===== src/source/gb_bus_pkg.sv =====
`default_nettype none

package gb_bus_pkg;

    ////////////////////////////////////////////////////////////
    // Memory map
    ////////////////////////////////////////////////////////////

    localparam logic [15:0] HRAM_BASE = 16'hFF80;  // High RAM, up to FFFE
    localparam logic [15:0] WRAM_BASE = 16'hC000;
    localparam logic [15:0] WRAM_LAST = 16'hDFFF;
    localparam logic [15:0] IO_BASE   = 16'hFF00;  // Also gives the FF page
    localparam logic [15:0] IO_LAST   = 16'hFF7F;
    localparam logic [15:0] ADDR_IE   = 16'hFFFF;  // Interrupt enable
    localparam logic [15:0] ADDR_IF   = 16'hFF0F;  // Interrupt flags

    localparam int INT_W   = 5;   // VBlank, LCDC, timer, serial, joypad
    localparam int HRAM_AW = 7;   // 128 bytes
    localparam int WRAM_AW = 13;  // 8 KiB

    ////////////////////////////////////////////////////////////
    // Bus types
    ////////////////////////////////////////////////////////////

    // Page/offset view of a CPU address
    typedef struct packed {
        logic [7:0] page;    // Upper byte
        logic [7:0] offset;  // Lower byte
    } gb_page_s;

    // Same 16 bits, decoded flat or by page
    typedef union packed {
        logic [15:0] raw;
        gb_page_s    pg;
    } gb_addr_u;

    // CPU request, 26 bits
    typedef struct packed {
        gb_addr_u   addr;
        logic [7:0] wdata;
        logic       rd;   // One clk per read
        logic       wr;   // One clk per write
    } gb_req_s;

    // Decoded target of an access
    typedef enum logic [2:0] {
        REG_HRAM     = 3'd0,
        REG_WRAM     = 3'd1,
        REG_IE       = 3'd2,
        REG_IF       = 3'd3,
        REG_UNMAPPED = 3'd4,
        REG_EXT      = 3'd5
    } gb_region_e;

    // Decoder output, strobes already gated by region
    typedef struct packed {
        gb_region_e region;
        logic       hram_we;
        logic       wram_we;
        logic       ie_we;
        logic       if_we;
        logic       ext_rd;
        logic       ext_wr;
        logic       rd;       // Any read, all regions
    } gb_sel_s;

endpackage

`default_nettype wire

===== src/source/gb_int_ctrl.sv =====
`timescale 1ns/1ps
`default_nettype none

module gb_int_ctrl
    import gb_bus_pkg::*;
(
    input  wire              clk,
    input  wire              rst,
    input  wire [INT_W-1:0]  wdata,     // Low bits of the CPU byte
    input  wire              ie_we,
    input  wire              if_we,
    input  wire [INT_W-1:0]  int_req,   // One clk pulses from peripherals
    input  wire [INT_W-1:0]  int_ack,   // One clk pulses from the CPU
    output logic [INT_W-1:0] ie_q,
    output logic [INT_W-1:0] if_q,
    output logic [INT_W-1:0] int_pending,
    output logic             irq
);

    ////////////////////////////////////////////////////////////
    // IE register
    ////////////////////////////////////////////////////////////

    always_ff @(posedge clk) begin
        if (rst) begin
            ie_q <= '0;
        end else if (ie_we) begin
            ie_q <= wdata;
        end
    end

    ////////////////////////////////////////////////////////////
    // IF register
    ////////////////////////////////////////////////////////////

    logic [INT_W-1:0] if_next;

    // Write beats ack, a new request beats both
    always_comb begin
        if (if_we) begin
            if_next = wdata | int_req;
        end else begin
            if_next = (if_q & ~int_ack) | int_req;
        end
    end

    always_ff @(posedge clk) begin
        if (rst) begin
            if_q <= '0;
        end else begin
            if_q <= if_next;
        end
    end

    // Pending view for the CPU
    assign int_pending = ie_q & if_q;
    assign irq         = |int_pending;

    // irq only rises after a request or a register write, and only with IE set
    a_irq_rise: assert property (
        @(posedge clk) disable iff (rst)
        $rose(irq) |-> (ie_q != '0) &&
                       (($past(int_req) != '0) || $past(ie_we) || $past(if_we))
    ) else $error("irq rose without IE or without a cause");

endmodule

`default_nettype wire


===== config.mk =====
export PLATFORM = sky130hd
export DESIGN_NAME = gb_int_ctrl
export DESIGN_NICKNAME = d
export VERILOG_FILES = /design/src/source/gb_bus_pkg.sv /design/src/source/gb_int_ctrl.sv
export SDC_FILE = /design/constraint.sdc
export NUM_CORES = 1
export LEC_CHECK = 0
export BUFFER_PORTS_ARGS = -buffer_cell sky130_fd_sc_hd__buf_2
export CORE_AREA = 5 5 42 44
export DETAILED_ROUTE_END_ITERATION = 8
export DIE_AREA = 0 0 47 49
export GPL_TIMING_DRIVEN = 0
export MAX_ROUTING_LAYER = met4
export PLACE_DENSITY = 0.76
export SLEW_MARGIN = 20
export SYNTH_ARGS = -nofsm -noshare
export SYNTH_HDL_FRONTEND = slang
export SYNTH_SLANG_ARGS = --single-unit

===== constraint.sdc =====
create_clock -name clk -period 1.4 [get_ports clk]
set_clock_uncertainty 0.2 [all_clocks]
set_input_delay 0.21 -clock clk [delete_from_list [all_inputs] [get_ports clk]]
set_output_delay 0.21 -clock clk [all_outputs]
set_load 0.03 [all_outputs]

==> run metrics <==
std cell rows 14; Sequential Area 210.2 um^2; synth-to-layout area growth 57.27%; most frequent cells in the layout buf_2 (30), a21oi_1 (10), dfxtp_2 (8); Cell Area, Synth 430.4 um^2; CTS tree built; die area roughly 2300 um^2; Worst Setup EP irq; via count 460; drt via density around 4.7; Die Wd 47 um; synth top area cells dfxtp_1 (47%), a21oi_1 (12%), mux2i_1 (12%); R2R Setup Slk 0.24 ns; fill count 148; Hold Fails Final Rpt 3; reg-to-reg endpoint if_q[4]; # Max-Cap Violations 0; cell chain of the critical path and2_4 -> or4_4 -> buf_6; Worst setup EP type primary output; CP peak stage delay 0.52 ns; Total Power 679.8 uW; most common cell after layout, fill and taps aside buf_2; CTS root buf clkbuf_4; worst r2r src if_q[4]; total iterations of the first detailed-routing run 3; worst skew pair latency 0.26 ns; pins over their slew limit 0; PD cells around 1000 nW/um^2; share of the synthesized area in the top cell type between 40% and 50%; Synth area leader dfxtp_1; gp weighted congestion 0.6917; clk slew on worst S/H paths about 0.060 ns; # port buffers 31; type of origin of the critical path flip-flop; mean post-synth cell area 9.565 um^2; area of the multi-input gates 221.5 um^2; fraction of layout instances using a drive strength above 1 between 60% and 70%; Mapped Nets 64; cell count after synthesis 45; critical path arrival roughly 1.4 ns; CTS H-tree lvls 1; Die Height 49 um; worst rel slew slack 71.81%; Cell variety after synth 11; first-pass GRT wire length roughly 1800 um; Num CTS Buffers 3; Setup violations, final 1; CP max-delay cell or4_4; n_diodes 0; RSZ-0062 raised after global routing yes; HP Class primary input to flip-flop; R2R cell count 3; #FFs+latches synth 10; Worst-Margin Slew approximately 0.42 ns; Final Hold Slack -0.001037 ns; DPL Wire Length 894.3 um; Max Buffers Root-to-Sink 2; initial antenna violation count 0; Worst Path Max Fanout 2; DRT Wirelength around 1200 um; worst setup margin -0.4020 ns; pin count of the biggest net entering global routing 11; antenna violation net count after detailed routing 0; violated checks hold timing, setup timing; vias in the first global route 421; Worst EP required 0.99 ns; nets@finish 103; Tcrit/Tclk final 128.7%; status finished, violations left; Avg WL per Cell 11.78 um; Residual DRC 0; Overflow after GRT 0; Core Area 1401 um^2; worst path bufs/invs 1; Final Critical Period 1.802 ns; CP Depth 3; Initial Util 30.71%; Setup crit start if_q[2]; register area share after synthesis 46.51%; clock sinks 10; fmax 554.9 MHz; Synth Warn # 0; CP delay by family, top simple AND/OR/NAND/NOR gates; Iteration-0 DRC Markers 4; Setup CP Type flip-flop to primary output; leakage between 0.3 and 0.4 nW; Ports 35; Max IR drop VDD 0.0006212 V; Total GRT Usage 11.24%
-- worst reg2reg max path, stage by stage, from the launching register on --
cell and delay, ns:
dfxtp_2 0.33, buf_4 0.10, or3b_1 0.33, a21oi_1 0.13
-- what timing repair did --
item | 4_1_cts | 5_1_grt
pin swaps | 1 | 1
resized for setup | 3 | 4
hold buffers | 0 | 0
setup endpoints to repair | 1 | 3
setup buffers | 2 | 1
-- per-layer routing --
layer | track usage (%) | share of wire [%]
met5 | - | 0
met2 | 13.57 | 43
met1 | 14.48 | 42
met4 | 8.295 | 2.7
met3 | 4.428 | 12
-- flip-flops by register name, summed over array words and instances (netlist names) --
name  flops
ie_q      5
if_q      5
-- cell type report --
| cell class | instances | share of cell area, % |
|---|---|---|
| flip-flops and latches | 10 | 31.05 |
| multi-input cells | 32 | 32.72 |
| plain buffers | 3 | 2.033 |
| repair buffers | 34 | 27.91 |
| clock buffers | 3 | 3.327 |
| well taps | 16 | 2.957 |
-- synthesized netlist by cell type (all sizes together) --
library cell and instances:
or4 1, dfxtp 10, nor2 5, or3b 5
buf 3, a21oi 10, mux2i 5, and2 5
a22o 1
-- report_power, final --
group	switching [mW]	internal, mW
Combinational	0.0965	0.0743
Clock	0.0894	0.0989
Sequential	0.0137	0.307
-- kinds of logic after synthesis --
family,Yosys count,share of synthesized area [%]
AOI/OAI and AO/OA,11,13.66
and+or+nand+nor,16,25.00
muxes,5,11.63
buffers and inverters,3,3.197
DFF,10,46.51
-- worst min-delay path by stage --
stage | startpoint | slack, ns | to | cells after the start
after detailed placement | wdata[3] | 0.27 | ie_q[3] | 3
after CTS | wdata[0] | 0.0002 | ie_q[0] | 3
after floorplan | wdata[2] | 0.16 | ie_q[2] | 2
after global routing | wdata[3] | 0.006 | ie_q[3] | 3
after global placement | wdata[4] | 0.26 | ie_q[4] | 3
final | wdata[3] | -0.001 | ie_q[3] | 3
-- through the flow --
step | area (um^2) | worst slack (ns) | instances | TNS (ns) | utilization (%)
after global routing | 676.9 | -0.4311 | 98 | -0.4316 | 48.30
after floorplan | 441.7 | -0.1775 | 45 | -0.1775 | -
after CTS | 661.9 | -0.4048 | 97 | -0.4048 | 47.23
after detailed placement | 616.8 | -0.1572 | 92 | -0.1572 | 44.02
final | 676.9 | -0.4020 | 98 | -0.4020 | 48.30
after global placement | 616.8 | -0.1554 | 92 | -0.1554 | 44.02
Power figures use the tool's default switching activity.
