**src/source/gb_bus_pkg.sv**
```systemverilog
`default_nettype none

package gb_bus_pkg;

    ////////////////////////////////////////////////////////////
    // Memory map
    ////////////////////////////////////////////////////////////

    localparam logic [15:0] HRAM_BASE = 16'hFF80;  // High RAM, up to FFFE
    localparam logic [15:0] WRAM_BASE = 16'hC000;
    localparam logic [15:0] WRAM_LAST = 16'hDFFF;
    localparam logic [15:0] IO_BASE   = 16'hFF00;  // Also gives the FF page
    localparam logic [15:0] IO_LAST   = 16'hFF7F;
    localparam logic [15:0] ADDR_IE   = 16'hFFFF;  // Interrupt enable
    localparam logic [15:0] ADDR_IF   = 16'hFF0F;  // Interrupt flags

    localparam int INT_W   = 5;   // VBlank, LCDC, timer, serial, joypad
    localparam int HRAM_AW = 7;   // 128 bytes
    localparam int WRAM_AW = 13;  // 8 KiB

    ////////////////////////////////////////////////////////////
    // Bus types
    ////////////////////////////////////////////////////////////

    // Page/offset view of a CPU address
    typedef struct packed {
        logic [7:0] page;    // Upper byte
        logic [7:0] offset;  // Lower byte
    } gb_page_s;

    // Same 16 bits, decoded flat or by page
    typedef union packed {
        logic [15:0] raw;
        gb_page_s    pg;
    } gb_addr_u;

    // CPU request, 26 bits
    typedef struct packed {
        gb_addr_u   addr;
        logic [7:0] wdata;
        logic       rd;   // One clk per read
        logic       wr;   // One clk per write
    } gb_req_s;

    // Decoded target of an access
    typedef enum logic [2:0] {
        REG_HRAM     = 3'd0,
        REG_WRAM     = 3'd1,
        REG_IE       = 3'd2,
        REG_IF       = 3'd3,
        REG_UNMAPPED = 3'd4,
        REG_EXT      = 3'd5
    } gb_region_e;

    // Decoder output, strobes already gated by region
    typedef struct packed {
        gb_region_e region;
        logic       hram_we;
        logic       wram_we;
        logic       ie_we;
        logic       if_we;
        logic       ext_rd;
        logic       ext_wr;
        logic       rd;       // Any read, all regions
    } gb_sel_s;

endpackage

`default_nettype wire
```
**src/source/gb_rdata_mux.sv**
```systemverilog
`timescale 1ns/1ps
`default_nettype none

module gb_rdata_mux
    import gb_bus_pkg::*;
(
    input  wire              clk,
    input  wire              rst,
    input  wire gb_region_e  region,
    input  wire              rd,
    input  wire [7:0]        hram_rdata,  // Already registered in the RAM block
    input  wire [7:0]        wram_rdata,
    input  wire [INT_W-1:0]  ie_q,
    input  wire [INT_W-1:0]  if_q,
    input  wire [7:0]        ext_din,
    output logic [7:0]       rdata,
    output logic             rdata_valid
);

    gb_region_e       region_q;  // Region of the read in flight
    logic [INT_W-1:0] ie_s;
    logic [INT_W-1:0] if_s;
    logic [7:0]       ext_s;     // Cartridge byte seen in the rd cycle

    ////////////////////////////////////////////////////////////
    // Capture at the end of the rd cycle
    ////////////////////////////////////////////////////////////

    always_ff @(posedge clk) begin
        if (rst) begin
            rdata_valid <= 1'b0;
        end else begin
            rdata_valid <= rd;
        end
    end

    always_ff @(posedge clk) begin
        if (rd) begin
            region_q <= region;
            ie_s     <= ie_q;
            if_s     <= if_q;
            ext_s    <= ext_din;
        end
    end

    // Source select, upper IE/IF bits read zero
    always_comb begin
        case (region_q)
            REG_HRAM: rdata = hram_rdata;
            REG_WRAM: rdata = wram_rdata;
            REG_IE:   rdata = {{(8-INT_W){1'b0}}, ie_s};
            REG_IF:   rdata = {{(8-INT_W){1'b0}}, if_s};
            REG_EXT:  rdata = ext_s;
            default:  rdata = 8'hFF;  // Unmapped I/O
        endcase
    end

    // Fixed latency of one, also for back to back reads
    a_valid_after_rd: assert property (
        @(posedge clk) disable iff (rst)
        rdata_valid |-> $past(rd) && !$past(rst)
    ) else $error("rdata_valid without a read in the previous cycle");

endmodule

`default_nettype wire

```
**config.mk**
```make
export PLATFORM = sky130hd
export DESIGN_NAME = gb_rdata_mux
export DESIGN_NICKNAME = d
export VERILOG_FILES = /design/src/source/gb_bus_pkg.sv /design/src/source/gb_rdata_mux.sv
export SDC_FILE = /design/constraint.sdc
export NUM_CORES = 1
export LEC_CHECK = 0
export ABC_AREA = 1
export BUFFER_PORTS_ARGS = -buffer_cell sky130_fd_sc_hd__buf_2
export CAP_MARGIN = 30
export CORE_UTILIZATION = 40
export CTS_CLUSTER_SIZE = 8
export DETAILED_ROUTE_END_ITERATION = 16
export PLACE_DENSITY = 0.7
export SYNTH_ARGS = -nofsm -noshare
export SYNTH_HDL_FRONTEND = slang
export SYNTH_SLANG_ARGS = --single-unit
```
**constraint.sdc**
```tcl
create_clock -name clk -period 1.15 [get_ports clk]
set_input_delay 0.115 -clock clk [delete_from_list [all_inputs] [get_ports clk]]
set_output_delay 0.115 -clock clk [all_outputs]
set_load 0.02 [all_outputs]
```
==> results.json <==
{
  "synth.yosys.seq_area_share_pct": 62.8,
  "placeableCoreArea_mm2": 0.00245,
  "h-tree-depth": 1,
  "num-fill-cells": 175,
  "grt_overflow_total": 0,
  "setup.worst_path.start_class": "flip-flop",
  "io_buffers": 48,
  "clk_pin_slew_worst_paths_ns": 0.12,
  "max_freq_ghz": 0.607,
  "synth_seq_cells": 22,
  "multi_input_area_um2": 378,
  "synth_common_cells": "27 x nand2_1, 21 x edfxtp_1, 15 x nand4_1",
  "synth.most_common_cell": "nand2_1",
  "netlist_area_mm2": 0.00104,
  "place_congestion": 0.765,
  "cp_slowest_stage_delay_ns": 0.51,
  "nNetsFinal": 225,
  "arrival_ns": 1.53,
  "seqCellArea_um2": 651,
  "grt_usage_pct": 19.9,
  "die_h_um": 52.9,
  "grt_max_degree": 23,
  "violations": "setup timing",
  "path_delay_family": "flip-flops",
  "worstSetupPathType": "reg -> out",
  "cts_buffers": 3,
  "dp_hpwl_mm": 1.72,
  "cp_max_fo": 5,
  "grt_pass1_wl_mm": 3.88,
  "antenna_found_initial": 0,
  "synth_nets": 143,
  "ys_types": 14,
  "power.density_mw_per_mm2": 1180,
  "synth_area_per_cell_um2": 10.1,
  "initial_core_util_pct": 42.2,
  "ant_nets": 0,
  "post-place-ws_ns": -0.162,
  "slew_violations": 0,
  "relSlewSlack_pct": 68.9,
  "synth_edf_count": 21,
  "synth_warnings": 0,
  "tritoncts": "built",
  "ir_worst_vdd_v": 0.00184,
  "ios": 49,
  "required_ns": 1.03,
  "hold_path_class": "in -> reg",
  "outcome": "finished with violations",
  "drt_iter0_markers": 12,
  "rsz0062_at_grt": "yes",
  "period_minus_slack_ns": 1.65,
  "p_leak_nw": 0.804,
  "drt_wl_total_mm": 2.63,
  "tightest_slew_ns": 0.467,
  "ctsLongestPathBuffers": 2,
  "die_area_mm2": 0.00280,
  "fin_crit_sh_pct": 143,
  "grt_pass1_vias": 930,
  "hold_ws_ns": 0.261,
  "drcViolationCount": 0,
  "path_buf_inv": 2,
  "antenna_cells": 0,
  "routed_via_density": 4.95,
  "finalHoldViolations": 0,
  "synthArstFlopShare_pct": 0,
  "num_vias": 1060,
  "first_pass_iters": 4,
  "syn2layout_area_growth_pct": 69.6,
  "setup_ws_ns": -0.498,
  "ys.flop_type": "edfxtp_1",
  "syn_inst": 103,
  "cpMaxStageDelayCell": "edfxtp_1",
  "fp.dieW_um": 52.9,
  "cts_sinks": 22,
  "wl_per_cell_um": 12.3,
  "finalSetupViolCount": 8,
  "synthTopCellsByArea": "edfxtp_1 61%, nand2_1 9.8%, nand4_1 9.1%",
  "rows": 18,
  "synth_top_area_share_pct": 60.9,
  "cap_violations": 0,
  "yosys.area.top_type": "edfxtp_1",
  "cts-root-buf": "clkbuf_4",
  "layout-drive-gt1-share_pct": 45.1,
  "cp-end-kind": "primary output",
  "cp_cell_sequence": "nor2_2 > buf_6 > nand3_2 > nand2_1 > nor2_1 > nand2_1 > buf_6"
}
metal layers:
layer | track usage [%] | vias to the layer above | share of wire, %
met5 | 0 | - | 0
li1 | - | 527 | -
met3 | 2.87 | 4 | 3.0
met4 | 9.21 | 0 | 1.2
met2 | 34.4 | 34 | 54
met1 | 24.1 | 495 | 41
path summary, 6_finish.rpt:
check	slack (ns)	from	cells past startpoint	end
min	0.26	rd	3	rdata_valid
max	-0.50	region_q[2]	7	rdata[3]
flip-flops by register name, indices dropped and copies added (netlist names):
| name | cells |
|---|---|
| rdata_valid | 1 |
| region_q | 3 |
| ext_s | 8 |
| if_s | 5 |
| ie_s | 5 |
layout by cell type, fill, tap and decap left out, types with 6 or more instances in the layout:
cell type       n
buf_6          11
nand4_1        15
dlygate4sd3_1  22
nand2_1        23
buf_4           8
buf_2          40
nand3_1         6
nor2_1          6
nand3_2         7
edfxtp_1       21
power breakdown:
| part | leakage (nW) | internal [W] | switching, W |
|---|---|---|---|
| registers | 0.214 | 0.000946 | 0.0000281 |
| clock network | 0.0279 | 0.000352 | 0.000223 |
| logic | 0.562 | 0.000266 | 0.000258 |
stage by stage:
| step | power, W | utilization [%] | setup TNS (ns) | instance area (um2) | std cells |
|---|---|---|---|---|---|
| after detailed placement | 0.00136 | 55.8 | -1.05 | 1370 | 186 |
| final | 0.00207 | 71.6 | -3.64 | 1760 | 214 |
| after global placement | 0.00135 | 55.8 | -0.750 | 1370 | 186 |
| after CTS | 0.00205 | 69.4 | -3.49 | 1700 | 212 |
| after floorplan | 0.00118 | - | -0.0705 | 1050 | 103 |
| after global routing | 0.00217 | 71.6 | -4.43 | 1760 | 214 |
cell families after synthesis:
family | share of synthesized area (%)
simple gates | 29.8
buf+inv | 5.92
flops | 62.8
compound gates | 1.45
layout make-up:
class,instances,share of cell area [%]
Timing Repair Buffer,81,34.4
Sequential cell,22,37.0
Clock buffer,3,1.28
Clock inverter,1,1.71
Inverter,9,1.92
Tap cell,30,2.14
Multi-Input combinational cell,68,21.5
what timing repair did:
| item | 4_1_cts | 5_1_grt |
|---|---|---|
| pin swaps | 2 | 11 |
| resized for setup | 19 | 15 |
| setup endpoints to repair | 8 | 8 |
| setup buffers | 0 | 1 |
| hold buffers | 22 | 0 |
| gates cloned | 0 | 1 |
| hold endpoints to repair | 22 | 0 |
(Power assumes the default switching activity.)
