### config.mk
export PLATFORM = sky130hd
export DESIGN_NAME = gb_bus_decode
export DESIGN_NICKNAME = d
export VERILOG_FILES = /design/src/source/gb_bus_pkg.sv /design/src/source/gb_bus_decode.sv
export SDC_FILE = /design/constraint.sdc
export NUM_CORES = 1
export LEC_CHECK = 0
export BUFFER_PORTS_ARGS = -buffer_cell sky130_fd_sc_hd__buf_2
export CAP_MARGIN = 15
export CORE_AREA = 2 2 39 41
export DETAILED_ROUTE_END_ITERATION = 8
export DIE_AREA = 0 0 41 43
export GPL_TIMING_DRIVEN = 0
export PLACE_DENSITY_LB_ADDON = 0.08
export SLEW_MARGIN = 20
export SYNTH_ARGS = -nofsm -noshare
export SYNTH_HDL_FRONTEND = slang
export SYNTH_SLANG_ARGS = --single-unit
### constraint.sdc
create_clock -name vclk -period 1.8
set_clock_uncertainty 0.05 [all_clocks]
set_input_delay 0.09 -clock vclk [all_inputs]
set_output_delay 0.09 -clock vclk [all_outputs]
set_load 0.02 [all_outputs]
### src/source/gb_bus_pkg.sv
`default_nettype none

package gb_bus_pkg;

    ////////////////////////////////////////////////////////////
    // Memory map
    ////////////////////////////////////////////////////////////

    localparam logic [15:0] HRAM_BASE = 16'hFF80;  // High RAM, up to FFFE
    localparam logic [15:0] WRAM_BASE = 16'hC000;
    localparam logic [15:0] WRAM_LAST = 16'hDFFF;
    localparam logic [15:0] IO_BASE   = 16'hFF00;  // Also gives the FF page
    localparam logic [15:0] IO_LAST   = 16'hFF7F;
    localparam logic [15:0] ADDR_IE   = 16'hFFFF;  // Interrupt enable
    localparam logic [15:0] ADDR_IF   = 16'hFF0F;  // Interrupt flags

    localparam int INT_W   = 5;   // VBlank, LCDC, timer, serial, joypad
    localparam int HRAM_AW = 7;   // 128 bytes
    localparam int WRAM_AW = 13;  // 8 KiB

    ////////////////////////////////////////////////////////////
    // Bus types
    ////////////////////////////////////////////////////////////

    // Page/offset view of a CPU address
    typedef struct packed {
        logic [7:0] page;    // Upper byte
        logic [7:0] offset;  // Lower byte
    } gb_page_s;

    // Same 16 bits, decoded flat or by page
    typedef union packed {
        logic [15:0] raw;
        gb_page_s    pg;
    } gb_addr_u;

    // CPU request, 26 bits
    typedef struct packed {
        gb_addr_u   addr;
        logic [7:0] wdata;
        logic       rd;   // One clk per read
        logic       wr;   // One clk per write
    } gb_req_s;

    // Decoded target of an access
    typedef enum logic [2:0] {
        REG_HRAM     = 3'd0,
        REG_WRAM     = 3'd1,
        REG_IE       = 3'd2,
        REG_IF       = 3'd3,
        REG_UNMAPPED = 3'd4,
        REG_EXT      = 3'd5
    } gb_region_e;

    // Decoder output, strobes already gated by region
    typedef struct packed {
        gb_region_e region;
        logic       hram_we;
        logic       wram_we;
        logic       ie_we;
        logic       if_we;
        logic       ext_rd;
        logic       ext_wr;
        logic       rd;       // Any read, all regions
    } gb_sel_s;

endpackage

`default_nettype wire
### src/source/gb_bus_decode.sv
`timescale 1ns/1ps
`default_nettype none

module gb_bus_decode
    import gb_bus_pkg::*;
(
    input  wire             clk,
    input  wire             rst,
    input  wire gb_req_s    req_in,
    output gb_sel_s         sel
);

    ////////////////////////////////////////////////////////////
    // Region match
    ////////////////////////////////////////////////////////////

    logic       ff_page;   // FF00..FFFF
    logic       is_ie;
    logic       is_if;
    logic       is_hram;
    logic       is_io;
    logic       is_wram;
    gb_region_e region;

    assign ff_page = (req_in.addr.pg.page == IO_BASE[15:8]);

    // Single registers sit on the FF page
    assign is_ie   = ff_page && (req_in.addr.pg.offset == ADDR_IE[7:0]);
    assign is_if   = ff_page && (req_in.addr.pg.offset == ADDR_IF[7:0]);
    assign is_hram = ff_page && (req_in.addr.pg.offset >= HRAM_BASE[7:0]);  // FFFF taken by IE

    // Range checks on the flat view
    assign is_io   = (req_in.addr.raw >= IO_BASE) && (req_in.addr.raw <= IO_LAST);
    assign is_wram = (req_in.addr.raw >= WRAM_BASE) && (req_in.addr.raw <= WRAM_LAST);

    // Fixed priority, PPU windows fall through to the cartridge bus
    always_comb begin
        if (is_ie) begin
            region = REG_IE;
        end else if (is_if) begin
            region = REG_IF;
        end else if (is_hram) begin
            region = REG_HRAM;
        end else if (is_io) begin
            region = REG_UNMAPPED;  // Reads FF, writes dropped
        end else if (is_wram) begin
            region = REG_WRAM;
        end else begin
            region = REG_EXT;
        end
    end

    ////////////////////////////////////////////////////////////
    // Strobes
    ////////////////////////////////////////////////////////////

    always_comb begin
        sel.region  = region;
        sel.hram_we = req_in.wr && (region == REG_HRAM);
        sel.wram_we = req_in.wr && (region == REG_WRAM);
        sel.ie_we   = req_in.wr && (region == REG_IE);
        sel.if_we   = req_in.wr && (region == REG_IF);
        sel.ext_rd  = req_in.rd && (region == REG_EXT);
        sel.ext_wr  = req_in.wr && (region == REG_EXT);
        sel.rd      = req_in.rd;  // Every region answers a read
    end

    // CPU side never reads and writes together
    a_rd_wr_excl: assert property (
        @(posedge clk) disable iff (rst)
        !(req_in.rd && req_in.wr)
    ) else $error("rd and wr both high at %h", req_in.addr.raw);

    // A write lands in at most one target
    a_one_we: assert property (
        @(posedge clk) disable iff (rst)
        $onehot0({sel.hram_we, sel.wram_we, sel.ie_we, sel.if_we, sel.ext_wr})
    ) else $error("More than one write strobe at %h", req_in.addr.raw);

endmodule

`default_nettype wire

==> metrics.txt, run 1 <==
cts hold-fix bufs=0; most frequent cell after synthesis=nand4_1; Critical Path Sink Type=output pin; DIE AREA=1760 um^2; Final ANT Viol Nets=0; Fillers=182; Crit Path Class=in -> out; Max Clk Rate=863 MHz; 1st-iter DRT viols=1; boundary pin count=38; Die Wd=41 um; largest net degree at the start of global routing=7; Cells after Synth=25; drt drc=0; Setup violations, final=0; Adder-Cell Fraction of Synth Area=0; nets=83; share of layout cells above drive strength 1=0.585; die height=43 um; drt first pass iters=2; GR Overflow Total=0; dpl cells=69; IO Port Bufs=28; Final Hold Vio Count=0; leading post-synthesis cells by cell area=nand4_1 16%, nor4_2 16%, nor3_1 9.8%; RSZ-0062 raised after global routing=false; total number of vias=282; Worst Hold Class=in -> out; top cell type's share of synthesized area=0.163; post-synthesis mux area share=0; main combinational cell family by area after synthesis=simple AND/OR/NAND/NOR gates; Yosys warnings=0; Power Total=49.6 uW; Worst setup SP type=primary input; vias in the first global route=201; Seq Cell Count=0; relative slew slack=0.769; pwr dens=158 nW/um^2; Max-Cap Viols=0; XOR/XNOR Fraction of Synth Area=0; Routed WL per cell=8.38 um; Cell Area, Synth=154 um^2; Least-Margin Pin Slew=345 ps; Yosys top cell by area=nand4_1; CP Launch Point=req_in[17]; Tcrit/Tclk final=0.644; hold_sp=req_in[23]; first-pass GRT wire length=772 um; Syn Nets=53; status=completed; total track usage=0.0589; Placeable Area=1380 um^2; simple-gate area share of the yosys netlist=0.813; Final Max Slew Viols=0; GP Congestion=0.560; leakage power=0.000163 uW; Critical Path AT=1020 ps; Final Instance Count excl. Fillers=69; CP max FO=3; Synth cell types=14; initial antenna violation count=0; Area growth syn-to-layout=104%; DP HPWL=532 um; most frequent cells after synthesis=4 x nand4_1, 3 x nor2_1, 3 x nor3_1; post_cts resized=0; Routed Wire Length=578 um; Crit path required time=1660 ps; Final Critical Period=1160 ps; post-CTS setup buffer count=0; Synth Area in Compound Gates=0.0894; Via density=4.09; Max IR drop VDD=0.0446 mV; Clock Buffer Count=0; tightest hold margin=421 ps; syn_area_per_cell=6.16 um^2; FP Rows=14; Antenna Cells=0; Seq/Total Area, Yosys=0; Starting Density=0.111; register area=0 um^2; post-route setup TNS=0 ps
## final cells by class
class	instances	area [um^2]	share of cell area
multi-input cells	22	139	0.442
repair buffers	28	140	0.446
plain buffers	1	7.51	0.0239
inverters	2	7.51	0.0239
well taps	16	20.0	0.0637
## cells by family after synthesis
family,Yosys count
AOI/OAI and AO/OA,2
buffers and inverters,3
and+or+nand+nor,20
## routing by layer
metal	routed length [um]	part of all wire	GRT usage
met5	0	0	0
met3	62	0.11	0
met1	238	0.41	0.0886
met2	278	0.48	0.0969
met4	0	0	0
## final timing paths
kind,end,cells past startpoint,slack (ps)
setup / recovery,sel[3],5,640
hold / removal,sel[5],3,420
## critical path, cell delays in order
cell	delay [ps]
buf_2	120
nor4_2	310
nor2b_1	190
and3_1	160
buf_2	160
## cells in the final DEF, fill, tap and decap left out
master	instances
inv_1	2
nor4_2	2
nor3_1	3
or2_0	1
buf_2	28
a21oi_1	1
nor3b_1	1
nor2_1	3
and3_1	2
nand2_1	1
o41ai_1	1
buf_4	1
nand2b_1	1
nor2b_1	2
nand4_1	4
## per-stage QoR
stage	worst slack (ps)	utilization	cell area (um^2)
3_5_place_dp	636	0.227	314
6_report	641	0.227	314
5_1_grt	565	0.227	314
3_3_place_gp	617	0.227	314
4_1_cts	629	0.227	314
2_1_floorplan	704	-	154
## where the power goes
part,total (uW),switching (uW),internal [uW]
logic,49.6,25.6,24.0
clock network,0,0,0
registers,0,0,0
Power figures use the tool's default switching activity.
==> run 2: changes to the inputs <==
--- a/config.mk
+++ b/config.mk
@@ -5,6 +5,7 @@
 export SDC_FILE = /design/constraint.sdc
 export NUM_CORES = 1
 export LEC_CHECK = 0
+export ABC_AREA = 1
 export BUFFER_PORTS_ARGS = -buffer_cell sky130_fd_sc_hd__buf_2
 export CAP_MARGIN = 15
 export CORE_AREA = 2 2 39 41
==> constraint.sdc (replaced) <==
create_clock -name vclk -period 1.12
set_clock_uncertainty 0.05 [all_clocks]
set_input_delay 0.056 -clock vclk [all_inputs]
set_output_delay 0.056 -clock vclk [all_outputs]
set_load 0.02 [all_outputs]
==> run 2 against run 1 <==
  * First-iteration DRC count is 100% higher
  * Count of clock-buffer cells in the layout did not move
  * Largest power group unchanged
  * Die area stayed put
  * Sequential share of layout area stayed put
  * Critical endpoint is now sel[4]
  * Cell count up 28%
  * Critical path type unchanged
  * Core utilization is 3.7 points higher
  * Synthesized cell count rose by 76%
  * Cell area is 16% higher
  * Via count is 18% higher
==> metrics.txt, run 2 <==
Crit Path Class=in -> out; Die Wd=41 um (unchanged); DP Worst Slack=141 ps (-495 ps); Setup violations, final=0 (unchanged); CP max FO=5 (+2); Routed Wire Length=591 um (+2.2%); Least-Margin Pin Slew=162 ps (-183 ps); GR Overflow Total=0 (unchanged); Antenna Cells=0 (unchanged); 1st-iter DRT viols=2 (+1); FP Rows=14 (unchanged); Max-Cap Viols=0 (unchanged); relative slew slack=0.891 (+0.122); commonest cells after routing, fill and taps aside=28 x buf_2, 11 x nand2_1, 11 x nor2_1; Fillers=168 (-7.7%); drt first pass iters=2 (unchanged); Final ANT Viol Nets=0 (unchanged); most common cell after layout, fill and taps aside=buf_2; die height=43 um (unchanged); DP HPWL=559 um (+5.1%); pwr dens=243 nW/um^2 (+54%); Final Max Slew Viols=0 (unchanged); Critical Path AT=850 ps (-170 ps); Yosys top cell by area=nand2_1; Cells after Synth=44 (+76%); DIE AREA=1760 um^2 (unchanged); Placeable Area=1380 um^2 (unchanged); total track usage=0.0659 (+0.00699); vias in the first global route=264 (+31%); Critical Path Sink Type=output pin; post-route setup TNS=0 ps (unchanged); Final Hold Vio Count=0 (unchanged); Area growth syn-to-layout=78.0%; syn_area_per_cell=4.66 um^2 (-24%); share of layout cells above drive strength 1=0.486 (-0.0988); Seq Cell Count=0 (unchanged); Starting Density=0.148 (+0.0371); register area=0 um^2 (unchanged); Crit path required time=1010 ps (-650 ps); total number of vias=332 (+18%); first-pass GRT wire length=890 um (+15%); Worst setup SP type=primary input; Tcrit/Tclk final=0.853; Max Clk Rate=1050 MHz; RSZ-0062 raised after global routing=false; Worst Hold Class=in -> out; leakage power=0.000240 uW (+47%); Yosys warnings=0 (unchanged); drt drc=0 (unchanged); Cell Area, Synth=205 um^2 (+33%); final worst setup slack=165 ps (-476 ps); Via density=3.77 (-7.7%); top cell type's share of synthesized area=0.201 (+0.0386); largest net degree at the start of global routing=6 (-1); post_cts resized=0 (unchanged); status=completed; Max IR drop VDD=0.0522 mV (+17%); leading post-synthesis cells by cell area=nand2_1 20%, nor2_1 20%, inv_1 18%; Routed WL per cell=6.72 um (-20%); Synth cell types=11 (-3); nets=102 (+23%); Clock Buffer Count=0 (unchanged); boundary pin count=38 (unchanged); IO Port Bufs=28 (unchanged); Power Total=88.9 uW (+79%); GP Congestion=0.715 (+28%); Final Critical Period=955 ps; cts hold-fix bufs=0 (unchanged); Seq/Total Area, Yosys=0 (unchanged); Syn Nets=72 (+36%); post-CTS setup buffer count=0 (unchanged); most frequent cells after synthesis=11 x nand2_1, 11 x nor2_1, 10 x inv_1; initial antenna violation count=0 (unchanged)
run 2: changes by cell type in the layout (fill, tap and decap cells not counted), sizes merged, moves of 2 or more:
cell,before,now
nand4,4,0
inv,2,10
nand3,0,3
nand2,1,13
and3,2,0
nor4,2,0
nor2,3,12
o21ai,0,3
nor2b,2,0
run 2: metrics by stage:
stage | utilization | area (um^2) | instances | hold slack (ps)
2_1_floorplan | - | 205 | 44 | 175
3_3_place_gp | 0.264 | 365 | 88 | 378
3_5_place_dp | 0.264 | 365 | 88 | 376
4_1_cts | 0.264 | 365 | 88 | 376
5_1_grt | 0.264 | 365 | 88 | 395
6_report | 0.264 | 365 | 88 | 373
run 2: power by group:
part	switching (uW)	internal (uW)
logic	46.7	42.3
registers	0	0
clock network	0	0
run 2: routing by layer:
metal  up-vias  part of all wire  wire length (um)  global-route usage
li1        185                 -                 -                   -
met1       134              0.38               227              0.0791
met2        13              0.53               316               0.128
met3         0             0.080                47                   0
met4         0                 0                 0                   0
met5         -                 0                 0                   0
run 2: final timing paths:
path | start | endpoint | slack, ps | cells past startpoint
max | req_in[24] | sel[4] | 160 | 6
min | req_in[1] | sel[0] | 370 | 3
run 2: kinds of logic after synthesis:
| family | count (synthesis) | synth area share |
|---|---|---|
| AOI/OAI and AO/OA | 3 | 0.0915 |
| buffers and inverters | 11 | 0.220 |
| and+or+nand+nor | 30 | 0.689 |
run 2: worst max-delay path, stage by stage:
cell     delay [ps]
buf_2            70
nand2_1          70
nor2_1          140
nand3_2         150
nor3_1          170
buf_2           190
run 2: cell type report:
type / count / area (um^2) / share of cell area
Buffer: 1 / 7.51 / 0.0205
Inverter: 10 / 37.5 / 0.103
Multi-Input combinational cell: 33 / 160 / 0.438
Tap cell: 16 / 20.0 / 0.0548
Timing Repair Buffer: 28 / 140 / 0.384
